## src/source/id_pkg.sv

```systemverilog
// shared widths and encodings for the rv64 decode stage; only the lui/auipc/jal/jalr/branch/ld/lw/sd/sw/addi/add/sub subset is encoded
`default_nettype none

package id_pkg;

  typedef logic [63:0] xlen_t;
  typedef logic [31:0] inst_t;
  typedef logic [4:0]  reg_addr_t;
  typedef logic [3:0]  alu_op_t;
  typedef logic [2:0]  mem_op_t;   // same coding as load/store funct3
  typedef logic [2:0]  br_func_t;  // same coding as branch funct3

  // alu operations
  localparam alu_op_t ALU_ADD    = 4'd0;
  localparam alu_op_t ALU_SUB    = 4'd1;
  localparam alu_op_t ALU_PASS_B = 4'd2;  // lui

  // operand 2 select
  localparam logic ALU_SRC2_REG = 1'b0;
  localparam logic ALU_SRC2_IMM = 1'b1;

  // major opcodes
  localparam logic [6:0] OPC_LUI    = 7'b0110111;
  localparam logic [6:0] OPC_AUIPC  = 7'b0010111;
  localparam logic [6:0] OPC_JAL    = 7'b1101111;
  localparam logic [6:0] OPC_JALR   = 7'b1100111;
  localparam logic [6:0] OPC_BRANCH = 7'b1100011;
  localparam logic [6:0] OPC_LOAD   = 7'b0000011;
  localparam logic [6:0] OPC_STORE  = 7'b0100011;
  localparam logic [6:0] OPC_OPIMM  = 7'b0010011;
  localparam logic [6:0] OPC_OP     = 7'b0110011;

  // branch conditions
  localparam br_func_t F3_BEQ  = 3'b000;
  localparam br_func_t F3_BNE  = 3'b001;
  localparam br_func_t F3_BLT  = 3'b100;
  localparam br_func_t F3_BGE  = 3'b101;
  localparam br_func_t F3_BLTU = 3'b110;
  localparam br_func_t F3_BGEU = 3'b111;

  // memory sizes, lw/sw and ld/sd
  localparam mem_op_t F3_WORD  = 3'b010;
  localparam mem_op_t F3_DWORD = 3'b011;

  localparam logic [2:0] F3_ADD  = 3'b000;  // addi, add, sub
  localparam logic [2:0] F3_JALR = 3'b000;

  localparam logic [6:0] F7_BASE = 7'b0000000;
  localparam logic [6:0] F7_SUB  = 7'b0100000;

  localparam inst_t NOP_INST = 32'h0000_0013;  // addi x0, x0, 0

endpackage

`default_nettype wire

```

## src/source/id_dec_if.sv

```systemverilog
// decoded instruction fields; the decoder is the only driver, rd reads zero when nothing is written back
`timescale 1ns/1ps
`default_nettype none

interface id_dec_if import id_pkg::*; ();

  reg_addr_t rs1;
  reg_addr_t rs2;
  reg_addr_t rd;
  xlen_t     imm;
  logic      bren;
  logic      jal;
  logic      jalr;
  br_func_t  brfunc;
  logic      gpr_wen;
  logic      mem_ren;
  logic      mem_wen;
  mem_op_t   mem_op;
  alu_op_t   alu_op;
  logic      alu_src2_sel;
  logic      invalid;

  modport producer (
    output rs1, rs2, rd, imm, bren, jal, jalr, brfunc,
    output gpr_wen, mem_ren, mem_wen, mem_op, alu_op, alu_src2_sel, invalid
  );

  modport consumer (
    input rs1, rs2, rd, imm, bren, jal, jalr, brfunc,
    input gpr_wen, mem_ren, mem_wen, mem_op, alu_op, alu_src2_sel, invalid
  );

endinterface

`default_nettype wire

```

## src/source/id_branch.sv

```systemverilog
// branch and jump resolution in decode; assumes a 4-byte aligned pc, jalr target has bit 0 cleared
`timescale 1ns/1ps
`default_nettype none

module id_branch import id_pkg::*; (
  id_dec_if.consumer dec,
  input  xlen_t      i_rs1data,
  input  xlen_t      i_rs2data,
  input  xlen_t      i_pc,
  output logic       o_br_taken,
  output xlen_t      o_br_target
);

  logic  cond;
  logic  eq;
  logic  lt_s;
  logic  lt_u;
  xlen_t pc_sum;
  xlen_t jalr_sum;

  assign eq   = (i_rs1data == i_rs2data);
  assign lt_s = ($signed(i_rs1data) < $signed(i_rs2data));
  assign lt_u = (i_rs1data < i_rs2data);

  always_comb begin
    case (dec.brfunc)
      F3_BEQ:  cond = eq;
      F3_BNE:  cond = !eq;
      F3_BLT:  cond = lt_s;
      F3_BGE:  cond = !lt_s;
      F3_BLTU: cond = lt_u;
      F3_BGEU: cond = !lt_u;
      default: cond = 1'b0;
    endcase
  end

  assign pc_sum   = i_pc + dec.imm;
  assign jalr_sum = i_rs1data + dec.imm;

  // jumps always redirect
  assign o_br_taken  = dec.jal || dec.jalr || (dec.bren && cond);
  assign o_br_target = dec.jalr ? {jalr_sum[63:1], 1'b0} : pc_sum;

  always_comb begin
    if (o_br_taken) begin
      a_target_even : assert (!o_br_target[0])
        else $error("odd redirect target %h", o_br_target);
    end
  end

endmodule

`default_nettype wire

```

## src/source/id_decoder.sv

```systemverilog
// purely combinational rv64 subset decoder; any other encoding is flagged invalid with all side effects cleared
`timescale 1ns/1ps
`default_nettype none

module id_decoder import id_pkg::*; (
  input  inst_t      i_inst,
  id_dec_if.producer dec
);

  logic [6:0] opcode;
  logic [2:0] funct3;
  logic [6:0] funct7;
  logic       valid_enc;

  xlen_t imm_i;
  xlen_t imm_s;
  xlen_t imm_b;
  xlen_t imm_u;
  xlen_t imm_j;

  assign opcode = i_inst[6:0];
  assign funct3 = i_inst[14:12];
  assign funct7 = i_inst[31:25];

  // sign-extended immediates, one per format
  assign imm_i = {{52{i_inst[31]}}, i_inst[31:20]};
  assign imm_s = {{52{i_inst[31]}}, i_inst[31:25], i_inst[11:7]};
  assign imm_b = {{51{i_inst[31]}}, i_inst[31], i_inst[7], i_inst[30:25],
                  i_inst[11:8], 1'b0};
  assign imm_u = {{32{i_inst[31]}}, i_inst[31:12], 12'b0};
  assign imm_j = {{43{i_inst[31]}}, i_inst[31], i_inst[19:12], i_inst[20],
                  i_inst[30:21], 1'b0};

  always_comb begin
    dec.rs1          = i_inst[19:15];
    dec.rs2          = i_inst[24:20];
    dec.brfunc       = funct3;
    dec.mem_op       = funct3;
    dec.imm          = '0;
    dec.bren         = 1'b0;
    dec.jal          = 1'b0;
    dec.jalr         = 1'b0;
    dec.gpr_wen      = 1'b0;
    dec.mem_ren      = 1'b0;
    dec.mem_wen      = 1'b0;
    dec.alu_op       = ALU_ADD;
    dec.alu_src2_sel = ALU_SRC2_IMM;  // only op and branch use rs2
    valid_enc        = 1'b0;

    case (opcode)
      OPC_LUI: begin
        valid_enc   = 1'b1;
        dec.gpr_wen = 1'b1;
        dec.imm     = imm_u;
        dec.alu_op  = ALU_PASS_B;
      end
      OPC_AUIPC: begin
        valid_enc   = 1'b1;
        dec.gpr_wen = 1'b1;
        dec.imm     = imm_u;
      end
      OPC_JAL: begin
        valid_enc   = 1'b1;
        dec.gpr_wen = 1'b1;
        dec.jal     = 1'b1;
        dec.imm     = imm_j;
      end
      OPC_JALR: begin
        valid_enc   = (funct3 == F3_JALR);
        dec.gpr_wen = 1'b1;
        dec.jalr    = 1'b1;
        dec.imm     = imm_i;
      end
      OPC_BRANCH: begin
        valid_enc        = funct3 inside {F3_BEQ, F3_BNE, F3_BLT, F3_BGE, F3_BLTU, F3_BGEU};
        dec.bren         = 1'b1;
        dec.imm          = imm_b;
        dec.alu_src2_sel = ALU_SRC2_REG;
      end
      OPC_LOAD: begin
        valid_enc   = funct3 inside {F3_WORD, F3_DWORD};
        dec.gpr_wen = 1'b1;
        dec.mem_ren = 1'b1;
        dec.imm     = imm_i;
      end
      OPC_STORE: begin
        valid_enc   = funct3 inside {F3_WORD, F3_DWORD};
        dec.mem_wen = 1'b1;
        dec.imm     = imm_s;
      end
      OPC_OPIMM: begin
        valid_enc   = (funct3 == F3_ADD);  // addi only
        dec.gpr_wen = 1'b1;
        dec.imm     = imm_i;
      end
      OPC_OP: begin
        valid_enc        = (funct3 == F3_ADD) && (funct7 == F7_BASE || funct7 == F7_SUB);
        dec.gpr_wen      = 1'b1;
        dec.alu_src2_sel = ALU_SRC2_REG;
        dec.alu_op       = (funct7 == F7_SUB) ? ALU_SUB : ALU_ADD;
      end
      default: ;
    endcase

    // unsupported encodings pass on as harmless bubbles
    if (!valid_enc) begin
      dec.bren    = 1'b0;
      dec.jal     = 1'b0;
      dec.jalr    = 1'b0;
      dec.gpr_wen = 1'b0;
      dec.mem_ren = 1'b0;
      dec.mem_wen = 1'b0;
    end
    dec.invalid = !valid_enc;
    dec.rd      = dec.gpr_wen ? i_inst[11:7] : '0;  // no false hazards downstream
  end

  always_comb begin
    a_mem_excl : assert (!(dec.mem_ren && dec.mem_wen))
      else $error("decoder drives load and store together");
  end

endmodule

`default_nettype wire

```

## src/source/id_gpr.sv

```systemverilog
// 32 x 64 register file, two async read ports and one write port; x0 is hardwired to zero, no write-to-read bypass
`timescale 1ns/1ps
`default_nettype none

module id_gpr import id_pkg::*; (
  input  logic      i_clk,
  // read port 1
  input  reg_addr_t i_raddr1,
  output xlen_t     o_rdata1,
  // read port 2
  input  reg_addr_t i_raddr2,
  output xlen_t     o_rdata2,
  // write port
  input  logic      i_wen,
  input  reg_addr_t i_waddr,
  input  xlen_t     i_wdata
);

  xlen_t regs [32];

  always_ff @(posedge i_clk) begin
    if (i_wen && i_waddr != '0) begin  // x0 writes dropped
      regs[i_waddr] <= i_wdata;
    end
  end

  assign o_rdata1 = (i_raddr1 == '0) ? '0 : regs[i_raddr1];
  assign o_rdata2 = (i_raddr2 == '0) ? '0 : regs[i_raddr2];

  a_x0_zero : assert property (
    @(posedge i_clk)
    ((i_raddr1 == '0) |-> (o_rdata1 == '0)) and ((i_raddr2 == '0) |-> (o_rdata2 == '0))
  ) else $error("x0 read returned nonzero data");

endmodule

`default_nettype wire

```

## src/source/id_stage.sv

```systemverilog
// rv64 decode stage, one cycle latency; stalls on any es/ms/ws rd match with rs1/rs2 since there is no bypass
`timescale 1ns/1ps
`default_nettype none

module id_stage import id_pkg::*; (
  input  logic      i_clk,
  input  logic      i_rst,
  // allowin
  input  logic      i_es_allowin,
  output logic      o_ds_allowin,
  // from fs
  input  logic      i_fs_to_ds_valid,
  input  inst_t     i_fs_inst,
  input  xlen_t     i_fs_pc,
  // to es
  output logic      o_ds_to_es_valid,
  output xlen_t     o_rs1data,
  output xlen_t     o_rs2data,
  output xlen_t     o_imm,
  output xlen_t     o_pc,
  output reg_addr_t o_rd,
  output alu_op_t   o_alu_op,
  output logic      o_alu_src2_sel,
  output logic      o_gpr_wen,
  output logic      o_mem_ren,
  output logic      o_mem_wen,
  output mem_op_t   o_mem_op,
  output logic      o_invalid,
  // redirect to fs
  output logic      o_br_sel,
  output xlen_t     o_br_target,
  // write back
  input  logic      i_ws_wen,
  input  reg_addr_t i_ws_waddr,
  input  xlen_t     i_ws_wdata,
  // destinations in flight
  input  reg_addr_t i_es_rd,
  input  reg_addr_t i_ms_rd,
  input  reg_addr_t i_ws_rd
);

  logic  ds_valid;
  logic  ds_ready_go;
  inst_t ds_inst;
  xlen_t ds_pc;
  logic  es_hit;
  logic  ms_hit;
  logic  ws_hit;
  logic  hazard;
  logic  raw_hit;
  logic  br_taken;

  id_dec_if dec_if ();

  // rs fields compared even when unused by the instruction
  assign es_hit = (i_es_rd != '0) && (i_es_rd == dec_if.rs1 || i_es_rd == dec_if.rs2);
  assign ms_hit = (i_ms_rd != '0) && (i_ms_rd == dec_if.rs1 || i_ms_rd == dec_if.rs2);
  assign ws_hit = (i_ws_rd != '0) && (i_ws_rd == dec_if.rs1 || i_ws_rd == dec_if.rs2);
  assign hazard = es_hit || ms_hit || ws_hit;

  assign ds_ready_go      = !hazard;
  assign o_ds_allowin     = !ds_valid || (ds_ready_go && i_es_allowin);
  assign o_ds_to_es_valid = ds_valid && ds_ready_go;

  always_ff @(posedge i_clk) begin
    if (i_rst) begin
      ds_valid <= 1'b0;
    end else if (o_ds_allowin) begin
      ds_valid <= i_fs_to_ds_valid;
    end
  end

  always_ff @(posedge i_clk) begin
    if (i_rst) begin
      ds_inst <= NOP_INST;
    end else if (i_fs_to_ds_valid && o_ds_allowin) begin
      ds_inst <= i_fs_inst;
    end
  end

  always_ff @(posedge i_clk) begin
    if (i_fs_to_ds_valid && o_ds_allowin) begin
      ds_pc <= i_fs_pc;
    end
  end

  id_decoder u_dec (
    .i_inst (ds_inst),
    .dec    (dec_if.producer)
  );

  id_gpr u_gpr (
    .i_clk    (i_clk),
    .i_raddr1 (dec_if.rs1),
    .o_rdata1 (o_rs1data),
    .i_raddr2 (dec_if.rs2),
    .o_rdata2 (o_rs2data),
    .i_wen    (i_ws_wen),
    .i_waddr  (i_ws_waddr),
    .i_wdata  (i_ws_wdata)
  );

  id_branch u_br (
    .dec         (dec_if.consumer),
    .i_rs1data   (o_rs1data),
    .i_rs2data   (o_rs2data),
    .i_pc        (ds_pc),
    .o_br_taken  (br_taken),
    .o_br_target (o_br_target)
  );

  assign o_br_sel = o_ds_to_es_valid && br_taken;  // one redirect, on handoff only

  assign o_pc           = ds_pc;
  assign o_imm          = dec_if.imm;
  assign o_rd           = dec_if.rd;
  assign o_alu_op       = dec_if.alu_op;
  assign o_alu_src2_sel = dec_if.alu_src2_sel;
  assign o_gpr_wen      = dec_if.gpr_wen;
  assign o_mem_ren      = dec_if.mem_ren;
  assign o_mem_wen      = dec_if.mem_wen;
  assign o_mem_op       = dec_if.mem_op;
  assign o_invalid      = dec_if.invalid;

  // source fields straight from the instruction word, not from the decoder
  assign raw_hit = (i_es_rd != '0 && (i_es_rd == ds_inst[19:15] || i_es_rd == ds_inst[24:20]))
                || (i_ms_rd != '0 && (i_ms_rd == ds_inst[19:15] || i_ms_rd == ds_inst[24:20]))
                || (i_ws_rd != '0 && (i_ws_rd == ds_inst[19:15] || i_ws_rd == ds_inst[24:20]));

  a_no_hazard_issue : assert property (
    @(posedge i_clk) disable iff (i_rst)
    o_ds_to_es_valid |-> !raw_hit
  ) else $error("decode issued with a pending rs write");

endmodule

`default_nettype wire

```

## config.mk

```make
export PLATFORM = sky130hd
export DESIGN_NAME = id_stage
export DESIGN_NICKNAME = d
export VERILOG_FILES = /design/src/source/id_pkg.sv /design/src/source/id_dec_if.sv /design/src/source/id_branch.sv /design/src/source/id_decoder.sv /design/src/source/id_gpr.sv /design/src/source/id_stage.sv
export SDC_FILE = /design/constraint.sdc
export NUM_CORES = 2
export LEC_CHECK = 0
export BUFFER_PORTS_ARGS = -buffer_cell sky130_fd_sc_hd__buf_2
export CAP_MARGIN = 20
export CORE_ASPECT_RATIO = 2
export CORE_UTILIZATION = 35
export DETAILED_ROUTE_END_ITERATION = 10
export GPL_ROUTABILITY_DRIVEN = 0
export GPL_TIMING_DRIVEN = 1
export PLACE_DENSITY = 0.61
export SLEW_MARGIN = 40
export SYNTH_ARGS = -nofsm -noshare
export SYNTH_HDL_FRONTEND = slang
export SYNTH_SLANG_ARGS = --single-unit
```

## constraint.sdc

```tcl
create_clock -name i_clk -period 11.25 [get_ports i_clk]
set_input_delay 2.25 -clock i_clk [delete_from_list [all_inputs] [get_ports i_clk]]
set_output_delay 2.25 -clock i_clk [all_outputs]
set_load 0.1 [all_outputs]
```

==> metrics.md <==
| Metric | Value |
|---|---|
| I/O Pins | 525 |
| DP Worst Slack | approximately 1.9 ns |
| Final Critical Period | just over 10 ns |
| Max frequency | 98.8 MHz |
| Post-Place Cells | 10400 |
| RSZ-0062 raised after global routing | no |
| CP startpoint kind | register |
| CTS buffer count | 183 |
| Die X | 395 µm |
| CTS resizes | 0 |
| Post-synth EDFFs | 2112 |
| Fin nets | 6922 |
| Fillers | around 28000 |
| Crit-path max FO | 39 |
| Post-synthesis sequential area ratio | ~59% |
| Status | finished, final reports clean |
| Maximum VDD drop | 0.142 mV |
| Final core utilization | around 40% |
| Hold-fix buffers at CTS | 0 |
| Port Buffers | 522 |
| Setup violators final | 0 |
| Worst-Skew Late Latency | 0.88 ns |
| # DRC | 0 |
| Final antenna-violating net count | 0 |
| CTS tree | yes |
| Synth-to-layout area growth | 13.6% |
| Leak pwr | 40.3 nW |
| Initial antenna violation count | 56 |
| Largest net degree at the start of global routing | 113 |
| GRT Total Usage | 23.6% |
| Detailed placement HPWL | between 200 and 250 mm |
| Vias/cell | 6.13 |
| Cell family with most CP delay | compound AO/OA/AOI/OAI gates |
| Arr. time, crit path | 7.87 ns |
| Global-route wire length before repair | 521 mm |
| Iteration-0 DRC Markers | roughly 7300 |
| Avg Inst Size Synth | 18.0 µm² |
| Worst Path Required | around 9.0 ns |
| Distinct cells, synth | 86 |
| Top FF cell, synth | edfxtp_1 |
| CP most frequent cell | a21oi_1 |
| Maxcap violations | 0 |
| DR vias | 66000 |
| Final worst setup slack | 1.13 ns |
| Async SR Flop Fraction | 0% |
| Postcts setup bufs | 0 |
| Die footprint | 0.312 mm² |
| Clock-pin slew on the worst setup and hold paths | about 0.07 ns |
| Final Cycle Share | between 80% and 90% |
| Initial core utilization | 35.2% |
| Cell area after synthesis | approximately 0.11 mm² |
| Die height | between 700 and 800 µm |
| Grt ovf | 0 |
| Rows | 288 |
| CTS root buf | clkbuf_16 |
| Synth warn | 0 |
| Final hold vios | 0 |
| CP Cell Sequence | buf_12, buf_12, mux4_2, mux4_2, nand2_1, a21oi_1, buf_4, ha_1, a21o_1, a21o_1, a21oi_1, o311ai_0, buf_4, a311oi_2, o221ai_2, a21oi_2, o21ai_0, xnor2_1, a21oi_1, buf_2 |
| Slowest stage delay, CP | 0.70 ns |
| Worst slew margin | a little over a third |
| Yosys reg bits | 2155 |
| Worst hold path type | reg -> reg |
| CP Class | reg -> out |
| DR WL/cell | 34.9 µm |
| Clk sink count | 2155 |
| Final TNS setup | 0 ns |
| Layout Cells excl Fill | 10800 |
| Syn Inst Count | 6034 |
| Slew Limit Fails | 0 |
| Critical-path top delay cell | dfxtp_4 |
| Number of global-route vias before repair | 68500 |
| Clock skew | 0.0407 ns |
| Routed WL | 376 mm |
| Worst path bufs/invs | 5 |
| Worst Setup End Kind | primary output |
| CTS Buffer Depth | 4 |
| PD cells | 161 mW/mm² |
| H-tree levels | 4 |
| Share of post-route cells with drive strength above 1 | 35.2% |
| Worst Tran Pin Value | 0.980 ns |
| DRT Pass-1 Iters | 6 |
| Core area | 0.308 mm² |
-- worst min-delay path, delay by kind of cell (launching register included) --
family           cells  cell delay (ns)
flip-flops           1             0.33
AND/OR/NAND/NOR      2             0.12
-- sequential cells by signal, summed over array words and instances (netlist names), named ones only --
register,count
o_pc,64
ds_valid,1
u_gpr.regs,2048
ds_inst,32
-- worst paths after layout --
path | end | depth (start not counted) | from | slack [ns]
setup / recovery | o_br_target[41] | 20 | register | 1.13
hold / removal | ds_inst[1] | 2 | ds_inst[1] | 0.49
setup reg to reg | o_pc[53] | 12 | ds_inst[20] | 7.74
hold reg to reg | ds_inst[1] | 2 | ds_inst[1] | 0.49
-- cells in the mapped netlist, drive strengths merged (4+ instances only) --
master      n  share of area (%)
and2       22               0.13
nand3b     10              0.069
a31oi      26               0.15
nor3       50               0.23
or2         9              0.052
mux2i      18               0.17
a221oi      4              0.032
o22ai       6              0.035
a311o       4              0.038
nor2      139               0.49
o211ai      6              0.042
o41ai       5              0.047
a21o      213                1.5
ha        187                2.2
dfxtp      43               0.79
and3       17              0.098
o21a       16               0.11
nand2     396                1.4
a2111oi     5              0.047
nor4       15              0.087
buf       170               0.76
a21boi      7              0.048
a211o       6              0.048
xnor2      89               0.72
o21ai     106               0.49
a41o        4              0.037
nor4b       5              0.054
o31ai      17               0.14
o21bai     24               0.17
a211oi     15               0.10
a21oi     276                1.3
clkbuf    293                1.0
nand2b     82               0.47
nand4      45               0.26
mux4     1270                 26
or4         9              0.062
nor3b      11              0.076
nor2b      19               0.11
or3        11              0.064
edfxtp   2112                 59
nand3      51               0.24
xor2       57               0.46
inv       115               0.40
a22oi       7              0.048
-- metrics by stage --
step / power [mW] / hold WS, ns / instance area, µm²
finish: 19.8 / 0.495 / 123000
global route: 20.3 / 0.511 / 123000
CTS: 19.9 / 0.492 / 123000
detailed placement: 13.4 / 0.482 / 117000
global placement: 13.3 / 0.484 / 117000
floorplan: 12.1 / 0.445 / 109000
-- cells by family after synthesis --
logic type,share of synthesized area (%)
buffers and inverters,2.18
AND/OR/NAND/NOR,3.91
flip-flops,59.3
adder cells (fa/ha/maj),2.21
other,0.00346
XOR/XNOR,1.18
multiplexers,26.6
AO/OA/AOI/OAI,4.60
-- layer usage --
metal / part of all wire [%] / GRT usage, % / up-vias / routed length, µm
met5: 0.058 / 0 / - / 218
met4: 5.9 / 12.5 / 36 / 22200
met3: 8.3 / 4.40 / 864 / 31200
met2: 52 / 41.8 / 3717 / 194000
met1: 34 / 26.9 / 35200 / 128000
li1: - / - / 26200 / -
-- power breakdown --
part	switching [mW]	internal (mW)	leakage [nW]	total [mW]
combinational	2.94	1.22	18.0	4.16
sequential	0.110	8.95	19.5	9.06
clock	3.01	3.58	2.89	6.59
total	6.06	13.8	40.3	19.8
-- placed cells by master, fill, tap and decap left out, drive strengths merged, types with 19 or more instances in the layout --
cell	netlist	final
bufinv	0	24
ha	187	187
mux4	1270	1270
and2	22	22
o21ai	106	106
nand3	51	51
a31oi	26	26
nand2b	82	82
xnor2	89	89
nor3	50	50
nand2	396	396
a21oi	276	276
conb	1	66
xor2	57	57
inv	115	122
buf	170	727
clkinv	1	72
clkbuf	293	216
diode	0	20
a21o	213	213
nand4	45	45
nor2b	19	19
o21bai	24	24
edfxtp	2112	2112
dfxtp	43	43
nor2	139	139
-- area by class of cell --
class	instances	area [µm²]	share of cell area [%]
Antenna cell	20	50.0	0.0406
Clock buffer	216	4760	3.86
Clock inverter	110	1190	0.970
Inverter	116	452	0.367
Multi-Input combinational cell	3365	42300	34.4
Sequential cell	2155	64300	52.2
Tap cell	4060	5080	4.13
Timing Repair Buffer	727	4980	4.04
Note: power is estimated with default switching activity, not from simulation.
